[config.mk]
export PLATFORM = sky130hd
export DESIGN_NAME = axi_access_port
export DESIGN_NICKNAME = d
export VERILOG_FILES = /design/src/verilog/axi_port_pkg.sv /design/src/verilog/axi_addr_stage.sv /design/src/verilog/axi_outstanding_tracker.sv /design/src/verilog/axi_access_port.sv
export VERILOG_INCLUDE_DIRS = /design/src /design/src/verilog
export SDC_FILE = /design/constraint.sdc
export NUM_CORES = 1
export LEC_CHECK = 0
export BUFFER_PORTS_ARGS = -buffer_cell sky130_fd_sc_hd__clkbuf_2
export CAP_MARGIN = 20
export CORE_AREA = 5 5 150 152
export CTS_BUF_LIST = sky130_fd_sc_hd__clkbuf_16
export DETAILED_ROUTE_END_ITERATION = 8
export DIE_AREA = 0 0 155 157
export PLACE_DENSITY = 0.59
export SKIP_LAST_GASP = 1
export SLEW_MARGIN = 15
export SYNTH_ARGS = -nofsm -noshare
export SYNTH_HDL_FRONTEND = slang
export SYNTH_SLANG_ARGS = --single-unit
[constraint.sdc]
create_clock -name clk -period 2.3 [get_ports clk]
set_input_delay 0 -clock clk [delete_from_list [all_inputs] [get_ports clk]]
set_output_delay 0 -clock clk [all_outputs]
set_load 0.05 [all_outputs]
[src/verilog/axi_port_defs.svh]
`ifndef AXI_PORT_DEFS_SVH
`define AXI_PORT_DEFS_SVH

// AXI field widths
`define AXI_ID_W      4
`define AXI_ADDR_W    32
`define AXI_DATA_W    32
`define AXI_STRB_W    (`AXI_DATA_W / 8)
`define AXI_LEN_W     8
`define AXI_SIZE_W    3
`define AXI_BURST_W   2
`define AXI_RESP_W    2

// Operation type codes for MEM_OP_TYPE
`define MEM_OP_READ   1
`define MEM_OP_WRITE  2
`define MEM_OP_RW     3

// Room for more bursts than the downstream limit of 32
`define OUTSTANDING_W 6

`endif

[src/verilog/axi_port_pkg.sv]
`default_nettype none

`include "axi_port_defs.svh"

package axi_port_pkg;

	// **************************************************************************
	// AXI fields
	// **************************************************************************
	typedef logic [`AXI_ID_W-1:0]    axi_id_t;
	typedef logic [`AXI_ADDR_W-1:0]  axi_addr_t;
	typedef logic [`AXI_DATA_W-1:0]  axi_data_t;
	typedef logic [`AXI_STRB_W-1:0]  axi_strb_t;
	// Beats minus one
	typedef logic [`AXI_LEN_W-1:0]   axi_len_t;
	// log2 of bytes per beat
	typedef logic [`AXI_SIZE_W-1:0]  axi_size_t;
	typedef logic [`AXI_BURST_W-1:0] axi_burst_t;
	typedef logic [`AXI_RESP_W-1:0]  axi_resp_t;

	// Bursts in flight
	typedef logic [`OUTSTANDING_W-1:0] outstanding_t;

	// One-entry address buffer
	typedef enum logic {
		STAGE_EMPTY = 1'b0,
		STAGE_FULL  = 1'b1
	} addr_stage_state_t;

endpackage

`default_nettype wire

[src/verilog/axi_addr_stage.sv]
`default_nettype none

module axi_addr_stage (
	input  wire logic                    clk,
	input  wire logic                    rst_n,
	input  wire logic                    clear,
	input  wire logic                    enable,

	// Upstream address request
	input  wire axi_port_pkg::axi_id_t    in_id,
	input  wire axi_port_pkg::axi_addr_t  in_addr,
	input  wire axi_port_pkg::axi_len_t   in_len,
	input  wire axi_port_pkg::axi_size_t  in_size,
	input  wire axi_port_pkg::axi_burst_t in_burst,
	input  wire logic                    in_valid,
	output logic                         in_ready,

	// Downstream address request
	output axi_port_pkg::axi_id_t         out_id,
	output axi_port_pkg::axi_addr_t       out_addr,
	output axi_port_pkg::axi_len_t        out_len,
	output axi_port_pkg::axi_size_t       out_size,
	output axi_port_pkg::axi_burst_t      out_burst,
	output logic                         out_valid,
	input  wire logic                    out_ready,

	output logic                         empty
);

	import axi_port_pkg::*;

	addr_stage_state_t state;
	addr_stage_state_t state_next;

	logic in_fire;
	logic out_fire;

	// **************************************************************************
	// Handshakes
	// **************************************************************************

	// Accept while enabled and not flushing, if the slot is free or draining
	assign in_ready = enable & ~clear & ((state == STAGE_EMPTY) | out_ready);
	assign in_fire = in_valid & in_ready;

	assign out_valid = (state == STAGE_FULL);
	assign out_fire = out_valid & out_ready;

	assign empty = (state == STAGE_EMPTY);

	// **************************************************************************
	// State machine
	// **************************************************************************

	always_comb begin
		state_next = state;
		if (clear) begin
			state_next = STAGE_EMPTY;
		end else begin
			case (state)
				STAGE_EMPTY: begin
					if (in_fire)
						state_next = STAGE_FULL;
				end
				STAGE_FULL: begin
					// Drain and refill on the same edge keeps it full
					if (out_fire && !in_fire)
						state_next = STAGE_EMPTY;
				end
				default: state_next = STAGE_EMPTY;
			endcase
		end
	end

	always_ff @(posedge clk or negedge rst_n) begin
		if (!rst_n)
			state <= STAGE_EMPTY;
		else
			state <= state_next;
	end

	// Payload captured on acceptance
	always_ff @(posedge clk) begin
		if (in_fire) begin
			out_id    <= in_id;
			out_addr  <= in_addr;
			out_len   <= in_len;
			out_size  <= in_size;
			out_burst <= in_burst;
		end
	end

endmodule

`default_nettype wire

[src/verilog/axi_outstanding_tracker.sv]
`default_nettype none

module axi_outstanding_tracker (
	input  wire logic clk,
	input  wire logic rst_n,
	input  wire logic clear,

	// Manager-side transfer strobes
	input  wire logic ar_fire,
	input  wire logic r_last_fire,
	input  wire logic aw_fire,
	input  wire logic b_fire,

	// Address stage occupancy
	input  wire logic ar_empty,
	input  wire logic aw_empty,

	output logic      idle
);

	import axi_port_pkg::*;

	outstanding_t read_cnt;
	outstanding_t write_cnt;

	logic idle_next;

	// **************************************************************************
	// Burst counters
	// **************************************************************************

	// Read bursts between AR and the last R beat
	always_ff @(posedge clk or negedge rst_n) begin
		if (!rst_n) begin
			read_cnt <= '0;
		end else if (clear) begin
			read_cnt <= '0;
		end else begin
			case ({ar_fire, r_last_fire})
				2'b10:   read_cnt <= read_cnt + 1'b1;
				2'b01:   read_cnt <= read_cnt - 1'b1;
				default: read_cnt <= read_cnt;
			endcase
		end
	end

	// Write bursts between AW and B
	always_ff @(posedge clk or negedge rst_n) begin
		if (!rst_n) begin
			write_cnt <= '0;
		end else if (clear) begin
			write_cnt <= '0;
		end else begin
			case ({aw_fire, b_fire})
				2'b10:   write_cnt <= write_cnt + 1'b1;
				2'b01:   write_cnt <= write_cnt - 1'b1;
				default: write_cnt <= write_cnt;
			endcase
		end
	end

	// Safe to disable once nothing is buffered or in flight
	assign idle_next = (read_cnt == '0) & (write_cnt == '0) & ar_empty & aw_empty;

	always_ff @(posedge clk or negedge rst_n) begin
		if (!rst_n)
			idle <= 1'b0;
		else
			idle <= idle_next;
	end

endmodule

`default_nettype wire

[src/verilog/axi_access_port.sv]
`default_nettype none

`include "axi_port_defs.svh"

module axi_access_port #(
	parameter int MEM_OP_TYPE = `MEM_OP_RW
) (
	input  wire logic                    clk,
	input  wire logic                    rst_n,
	input  wire logic                    clear,
	input  wire logic                    enable,
	output logic                         idle,

	// Subordinate side AR
	input  wire axi_port_pkg::axi_id_t    s_arid,
	input  wire axi_port_pkg::axi_addr_t  s_araddr,
	input  wire axi_port_pkg::axi_len_t   s_arlen,
	input  wire axi_port_pkg::axi_size_t  s_arsize,
	input  wire axi_port_pkg::axi_burst_t s_arburst,
	input  wire logic                    s_arvalid,
	output logic                         s_arready,

	// Subordinate side AW
	input  wire axi_port_pkg::axi_id_t    s_awid,
	input  wire axi_port_pkg::axi_addr_t  s_awaddr,
	input  wire axi_port_pkg::axi_len_t   s_awlen,
	input  wire axi_port_pkg::axi_size_t  s_awsize,
	input  wire axi_port_pkg::axi_burst_t s_awburst,
	input  wire logic                    s_awvalid,
	output logic                         s_awready,

	// Subordinate side W
	input  wire axi_port_pkg::axi_id_t    s_wid,
	input  wire axi_port_pkg::axi_data_t  s_wdata,
	input  wire axi_port_pkg::axi_strb_t  s_wstrb,
	input  wire logic                    s_wlast,
	input  wire logic                    s_wvalid,
	output logic                         s_wready,

	// Subordinate side R
	output axi_port_pkg::axi_id_t         s_rid,
	output axi_port_pkg::axi_data_t       s_rdata,
	output axi_port_pkg::axi_resp_t       s_rresp,
	output logic                         s_rlast,
	output logic                         s_rvalid,
	input  wire logic                    s_rready,

	// Subordinate side B
	output axi_port_pkg::axi_id_t         s_bid,
	output axi_port_pkg::axi_resp_t       s_bresp,
	output logic                         s_bvalid,
	input  wire logic                    s_bready,

	// Manager side AR
	output axi_port_pkg::axi_id_t         m_arid,
	output axi_port_pkg::axi_addr_t       m_araddr,
	output axi_port_pkg::axi_len_t        m_arlen,
	output axi_port_pkg::axi_size_t       m_arsize,
	output axi_port_pkg::axi_burst_t      m_arburst,
	output logic                         m_arvalid,
	input  wire logic                    m_arready,

	// Manager side AW
	output axi_port_pkg::axi_id_t         m_awid,
	output axi_port_pkg::axi_addr_t       m_awaddr,
	output axi_port_pkg::axi_len_t        m_awlen,
	output axi_port_pkg::axi_size_t       m_awsize,
	output axi_port_pkg::axi_burst_t      m_awburst,
	output logic                         m_awvalid,
	input  wire logic                    m_awready,

	// Manager side W
	output axi_port_pkg::axi_id_t         m_wid,
	output axi_port_pkg::axi_data_t       m_wdata,
	output axi_port_pkg::axi_strb_t       m_wstrb,
	output logic                         m_wlast,
	output logic                         m_wvalid,
	input  wire logic                    m_wready,

	// Manager side R
	input  wire axi_port_pkg::axi_id_t    m_rid,
	input  wire axi_port_pkg::axi_data_t  m_rdata,
	input  wire axi_port_pkg::axi_resp_t  m_rresp,
	input  wire logic                    m_rlast,
	input  wire logic                    m_rvalid,
	output logic                         m_rready,

	// Manager side B
	input  wire axi_port_pkg::axi_id_t    m_bid,
	input  wire axi_port_pkg::axi_resp_t  m_bresp,
	input  wire logic                    m_bvalid,
	output logic                         m_bready
);

	// An unsupported direction never raises its address ready
	localparam bit READ_SUPPORTED  = (MEM_OP_TYPE == `MEM_OP_READ) ||
	                                 (MEM_OP_TYPE == `MEM_OP_RW);
	localparam bit WRITE_SUPPORTED = (MEM_OP_TYPE == `MEM_OP_WRITE) ||
	                                 (MEM_OP_TYPE == `MEM_OP_RW);

	logic ar_enable;
	logic aw_enable;
	logic ar_empty;
	logic aw_empty;

	logic ar_fire;
	logic aw_fire;
	logic r_last_fire;
	logic b_fire;

	assign ar_enable = enable & READ_SUPPORTED;
	assign aw_enable = enable & WRITE_SUPPORTED;

	// **************************************************************************
	// Address stages
	// **************************************************************************

	axi_addr_stage ar_stage_i (
		.clk       (clk),
		.rst_n     (rst_n),
		.clear     (clear),
		.enable    (ar_enable),
		.in_id     (s_arid),
		.in_addr   (s_araddr),
		.in_len    (s_arlen),
		.in_size   (s_arsize),
		.in_burst  (s_arburst),
		.in_valid  (s_arvalid),
		.in_ready  (s_arready),
		.out_id    (m_arid),
		.out_addr  (m_araddr),
		.out_len   (m_arlen),
		.out_size  (m_arsize),
		.out_burst (m_arburst),
		.out_valid (m_arvalid),
		.out_ready (m_arready),
		.empty     (ar_empty)
	);

	axi_addr_stage aw_stage_i (
		.clk       (clk),
		.rst_n     (rst_n),
		.clear     (clear),
		.enable    (aw_enable),
		.in_id     (s_awid),
		.in_addr   (s_awaddr),
		.in_len    (s_awlen),
		.in_size   (s_awsize),
		.in_burst  (s_awburst),
		.in_valid  (s_awvalid),
		.in_ready  (s_awready),
		.out_id    (m_awid),
		.out_addr  (m_awaddr),
		.out_len   (m_awlen),
		.out_size  (m_awsize),
		.out_burst (m_awburst),
		.out_valid (m_awvalid),
		.out_ready (m_awready),
		.empty     (aw_empty)
	);

	// **************************************************************************
	// Data and response pass-through
	// **************************************************************************

	assign m_wid    = s_wid;
	assign m_wdata  = s_wdata;
	assign m_wstrb  = s_wstrb;
	assign m_wlast  = s_wlast;
	assign m_wvalid = s_wvalid;
	assign s_wready = m_wready;

	assign s_rid    = m_rid;
	assign s_rdata  = m_rdata;
	assign s_rresp  = m_rresp;
	assign s_rlast  = m_rlast;
	assign s_rvalid = m_rvalid;
	assign m_rready = s_rready;

	assign s_bid    = m_bid;
	assign s_bresp  = m_bresp;
	assign s_bvalid = m_bvalid;
	assign m_bready = s_bready;

	// **************************************************************************
	// Outstanding tracking
	// **************************************************************************

	// Transfers as seen on the manager side
	assign ar_fire     = m_arvalid & m_arready;
	assign aw_fire     = m_awvalid & m_awready;
	assign r_last_fire = m_rvalid & m_rready & m_rlast;
	assign b_fire      = m_bvalid & m_bready;

	axi_outstanding_tracker tracker_i (
		.clk         (clk),
		.rst_n       (rst_n),
		.clear       (clear),
		.ar_fire     (ar_fire),
		.r_last_fire (r_last_fire),
		.aw_fire     (aw_fire),
		.b_fire      (b_fire),
		.ar_empty    (ar_empty),
		.aw_empty    (aw_empty),
		.idle        (idle)
	);

endmodule

`default_nettype wire

==> results of run 1 <==
[path summary, 6_finish.rpt]
check / from / slack [ps] / cells past startpoint / endpoint
max in group asynchronous: rst_n / 1880 / 2 / aw_stage_i.out_valid
setup / recovery: aw_stage_i.out_valid / 210 / 8 / tracker_i.write_cnt[4]
min in group asynchronous: rst_n / 90 / 2 / tracker_i.idle
hold / removal: m_rdata[22] / 0.02 / 0 / s_rdata[22]
hold reg to reg: tracker_i.read_cnt[5] / 560 / 2 / tracker_i.read_cnt[5]
setup reg to reg: aw_stage_i.out_valid / 210 / 8 / tracker_i.write_cnt[4]
[metrics by stage]
step / hold WS, ps / area [sq um] / utilization / power [mW]
after global routing: 0.07495 / 7246 / 0.3469 / 6.014
final: 0.01932 / 7246 / 0.3469 / 5.758
after detailed placement: -47.46 / 5593 / 0.2677 / 2.959
after CTS: 0.3409 / 7246 / 0.3469 / 5.861
after floorplan: -295.6 / 4808 / - / 3.161
after global placement: -34.91 / 5593 / 0.2677 / 2.952
[state kept, by name (all words and copies together), names as in the netlist]
signal,cells
ar_stage_i.out_addr,32
aw_stage_i.out_addr,32
ar_stage_i.out_len,8
aw_stage_i.out_len,8
tracker_i.read_cnt,6
tracker_i.write_cnt,6
ar_stage_i.out_id,4
aw_stage_i.out_id,4
ar_stage_i.out_size,3
aw_stage_i.out_size,3
ar_stage_i.out_burst,2
aw_stage_i.out_burst,2
ar_stage_i.out_valid,1
aw_stage_i.out_valid,1
tracker_i.idle,1
[repair_timing]
action / in CTS / in global routing
endpoints found under the hold margin: 116 / 0
setup endpoints to repair: 0 / 0
hold buffers: 104 / 0
[worst max-delay path: stages (launching register included)]
cell	delay, ps
dfrtp_2	460
and2_4	200
nor2_4	190
xor2_1	100
ha_1	220
or3_1	310
a31oi_1	220
xor2_1	170
o22ai_1	100
[power breakdown]
part / internal [mW] / total (mW) / leakage [nW] / switching (mW)
registers: 2.32 / 2.36 / 1.10 / 0.0398
clock network: 1.66 / 2.70 / 0.297 / 1.04
logic: 0.288 / 0.700 / 1.67 / 0.412
[routing by layer]
layer / part of all wire / up-vias / wire [um] / track usage
li1: - / 1561 / - / -
met1: 0.30 / 1533 / 4479 / 0.1040
met2: 0.55 / 232 / 8372 / 0.2336
met3: 0.12 / 38 / 1866 / 0.05362
met4: 0.024 / 2 / 361 / 0.05341
met5: 0.00086 / - / 13 / 0
[cell usage after synthesis, types with 2 or more instances]
cell       n  area (sq um)
xor2_1     7         61.31
nor2b_1    3         18.77
nor3b_1    4         30.03
nor2_1    18         67.56
mux2i_1    2         20.02
a21oi_1    4         20.02
o22ai_1    2         12.51
a22oi_1    2         15.01
buf_4     92         690.7
nor4_1     3         18.77
nand2_1    8         30.03
or3_1      2         12.51
and2_4     2         17.52
nor3_1     5         25.02
nand2b_1   6         37.54
dfrtp_1   15         375.4
o21ai_1    2         10.01
inv_1      3         11.26
o21ai_0    3         15.01
and2_1     3         18.77
a311oi_1   2         17.52
a31oi_1    3         18.77
nand3_1    2         10.01
ha_1       6         75.07
nand3b_1   2         15.01
edfxtp_1  98          2943
[final cells by class]
type / count / area, sq um
flip-flops and latches: 113 / 3319
multi-input cells: 108 / 764.5
fillers: 2017 / 13640
clock buffers: 17 / 425.4
inverters: 3 / 18.77
repair buffers: 326 / 2187
clock inverters: 15 / 186.4
well taps: 275 / 344.1
[cell families (layout without fill, tap and decap cells)]
logic type	after synthesis	count (layout)	synth area share
compound gates	25	25	0.03609
fa+ha+maj	6	6	0.01569
mux	2	2	0.004184
simple gates	66	66	0.07872
xor+xnor	9	9	0.02197
buf+inv	97	361	0.1498
flops	113	113	0.6935
==> impl_metrics.ini, run 1 <==
[status]
status = complete, no violations

[floorplan]
core_area_sq_um = 20890
die_h_um = 157
die_w_um = 155
initial_core_util = 0.2291
die_area_sq_um = 24340
rows = 53
pin_count = 393

[synth]
synth_warnings = 0
synth_fp_nets = 522
synth_area_sq_um = 4785
synth_area_per_cell_sq_um = 15.05
ys_seq_elements = 113
async_reset_ff_frac = 0.1327
synthDistinctLibCells = 45
seq_area_frac_synth = 0.6935
synth-main-ff-cell = edfxtp_1
syn_inst = 318
synth-edff-count = 98

[routing]
via_per_inst = 3.928
drt_iter0_drc = 107
drc_errors = 0
first_pass_iters = 4
wire_per_inst_um = 17.61
route.vias.total = 3366
routed_wl_mm = 15.09
ant_nets = 0

[place]
numPortBuffers = 218
dp_cells = 721
place_congestion = 0.7613
place_ws_ps = 215.0
hpwl_mm = 11.53

[power_and_ir_drop]
vdd_drop_max_mv = 0.4323
power.density_nw_per_um2 = 794.6
total_leakage_power_nw = 3.062

[clock_tree]
cts_made_buffers = 17
post_cts_buffers = 0
cts.clk_slew.worst_paths_ps = 60
cts_resized = 0
clock_sinks = 113
cts_root_buf = clkbuf_16
clockBufferDepth = 2
worstSkewPairLatency_ps = 400
cts_tree = built
htreeDepth = 4

[global_route]
grt-ovfl-total = 0
grt_pass1_wl_mm = 21.83
grt.total_usage = 0.1197
grt_pass1_vias = 3600
grt_max_degree = 38
antenna_found_initial = 1

[worst_setup_path]
path_max_fanout = 7
cp.arrival_ps = 2370
crit_type = reg -> reg
crit_path_end_kind = register
cp-start-kind = register
cp.required_ps = 2570

[finish]
layout_common_cells = clkbuf_2 (218), dlygate4sd3_1 (104), edfxtp_1 (98), nor2_1 (18), clkbuf_16 (17)
drive_above_1_share = 0.4639
antenna_cells = 0
layout_commonest_cell = clkbuf_2
layout.cells.non_filler = 857
nNetsFinal = 773
areaGrowthSynthToFinish_pct = 51.44

[run]
maxCapViolCount = 0

[sta]
fin_crit_ps = 2093
rsz0062_at_grt = no
setup_tns_ps = 0
finalHoldViolCount = 0
drv_slew = 0
worst_pin_slew_ps = 443.7
skew_ps = 9.647
setup_viol = 0
slew_headroom = 0.7040
setup_slack_ps = 206.9
post-route-period-util = 0.9101
fmax_mhz = 477.8

[hold_path]
hold_path_class = in -> out
(Power assumes the default switching activity.)
==> inputs of run 2 (changes only) <==
--- a/config.mk
+++ b/config.mk
@@ -12,7 +12,7 @@
 export CTS_BUF_LIST = sky130_fd_sc_hd__clkbuf_16
 export DETAILED_ROUTE_END_ITERATION = 8
 export DIE_AREA = 0 0 155 157
-export PLACE_DENSITY = 0.59
+export PLACE_DENSITY = 0.63
 export SKIP_LAST_GASP = 1
 export SLEW_MARGIN = 15
 export SYNTH_ARGS = -nofsm -noshare
==> run 2 against run 1 <==
Net effect: worst setup slack better by 7.9 ps; via count is 0.18% higher; sequential power is essentially flat; clock skew is 1.8 ps higher; critical endpoint unchanged; largest power group unchanged.
==> impl_metrics.ini, run 2 (synthesized netlist as in run 1, its figures left out) <==
[status]
status = complete, no violations

[worst_setup_path]
cp.required_ps = 2580
path_max_fanout = 7
critPathMaxStageDelay_ps = 460
crit_path_end_kind = register
cp-start-kind = register
path_cells = and2_4 -> nor2_4 -> xor2_1 -> ha_1 -> or3_1 -> a31oi_1 -> xor2_1 -> o22ai_1
path_buf_inv = 0
crit_top_cell = xor2_1
slowest_stage = dfrtp_2
cp.arrival_ps = 2360
critPathTopFamily = simple AND/OR/NAND/NOR gates
crit_type = reg -> reg

[global_route]
grt.total_usage = 0.1262
grt_max_degree = 50
grt_pass1_vias = 3543
grt-ovfl-total = 0
grt_pass1_wl_mm = 22.41
antenna_found_initial = 0

[sta]
finalHoldViolCount = 0
slew_headroom = 0.6993
post-route-period-util = 0.9066
skew_ps = 11.45
worst_pin_slew_ps = 446.9
rsz0062_at_grt = no
setup_viol = 0
fmax_mhz = 479.6
setup_tns_ps = 0
drv_slew = 0
fin_crit_ps = 2085

[finish]
areaGrowthSynthToFinish_pct = 50.03
drive_above_1_share = 0.4621
nNetsFinal = 771
layout.cells.non_filler = 855
layout_commonest_cell = clkbuf_2
reg_top3 = ar_stage_i.out_addr x32, aw_stage_i.out_addr x32
antenna_cells = 0
layout_common_cells = clkbuf_2 (218), dlygate4sd3_1 (103), edfxtp_1 (98), nor2_1 (18), clkbuf_16 (17)

[floorplan]
die_w_um = 155
core_area_sq_um = 20890
die_area_sq_um = 24340
die_h_um = 157
initial_core_util = 0.2291
pin_count = 393
rows = 53

[clock_tree]
worstSkewPairLatency_ps = 400
clockBufferDepth = 2
cts_resized = 0
cts_tree = built
cts_made_buffers = 17
clock_sinks = 113
post_cts_buffers = 0
htreeDepth = 4
cts_root_buf = clkbuf_16
cts.clk_slew.worst_paths_ps = 60

[routing]
drt_iter0_drc = 106
wire_per_inst_um = 18.59
route.vias.total = 3372
ant_nets = 0
first_pass_iters = 4
via_per_inst = 3.944
routed_wl_mm = 15.90
drc_errors = 0

[power_and_ir_drop]
power.density_nw_per_um2 = 765.0
vdd_drop_max_mv = 0.3860
total_leakage_power_nw = 3.029

[place]
dp_cells = 720
numPortBuffers = 218
place_congestion = 0.8094
hpwl_mm = 12.45

[run]
maxCapViolCount = 0

[hold_path]
hold_path_class = in -> out
==> run 2: cell count changes in the layout (fill, tap and decap cells not counted) <==
cell           delta
inv_8             -5
clkinv_4          +4
clkinv_2          +3
inv_6             -2
buf_4             -1
bufinv_16         -1
clkinv_1          +1
dlygate4sd3_1     -1
==> run 2: layer usage <==
layer,up-vias,global-route usage,wire length [um],share of wire
met2,226,0.2520,9011,0.57
li1,1560,-,-,-
met3,38,0.06379,1891,0.12
met5,-,0,0,0
met1,1548,0.1001,4536,0.29
met4,0,0.05593,459,0.029
==> run 2: worst paths after layout <==
kind / start / to / slack [ps] / depth (start not counted)
hold / removal: m_rdata[18] / s_rdata[18] / 0.02 / 0
min in group asynchronous: rst_n / ar_stage_i.out_valid / 60 / 2
setup / recovery: aw_stage_i.out_valid / tracker_i.write_cnt[4] / 210 / 8
hold reg to reg: tracker_i.read_cnt[5] / tracker_i.read_cnt[5] / 550 / 2
max in group asynchronous: rst_n / aw_stage_i.out_valid / 1920 / 2
setup reg to reg: aw_stage_i.out_valid / tracker_i.write_cnt[4] / 210 / 8
==> run 2: repair_timing <==
item | in CTS | in global routing
setup endpoints to repair | 0 | 0
hold buffers | 103 | 0
endpoints found under the hold margin | 115 | 0
==> run 2: power by group <==
| group | leakage, nW | internal (mW) | switching, mW | total [mW] |
|---|---|---|---|---|
| sequential | 1.10 | 2.32 | 0.0385 | 2.36 |
| combinational | 1.66 | 0.287 | 0.413 | 0.699 |
| clock | 0.273 | 1.49 | 0.941 | 2.44 |
==> run 2: layout make-up <==
type	instances	area (sq um)
multi-input combinational	108	764.5
timing repair buffer	324	2170
inverter	3	18.77
fill	2003	13710
clock inverter	15	136.4
tap	275	344.1
clock buffer	17	425.4
sequential	113	3319
==> run 2: metrics by stage <==
step	hold WS [ps]	area (sq um)	setup WS [ps]	power, mW	utilization
2_1_floorplan	-295.6	4808	70.61	3.161	-
3_3_place_gp	-43.66	5585	261.5	2.948	0.2674
3_5_place_dp	-44.61	5585	230.9	2.955	0.2674
4_1_cts	0.3409	7178	205.9	5.589	0.3436
5_1_grt	0.07183	7178	95.65	5.722	0.3436
6_report	0.01933	7178	214.8	5.491	0.3436
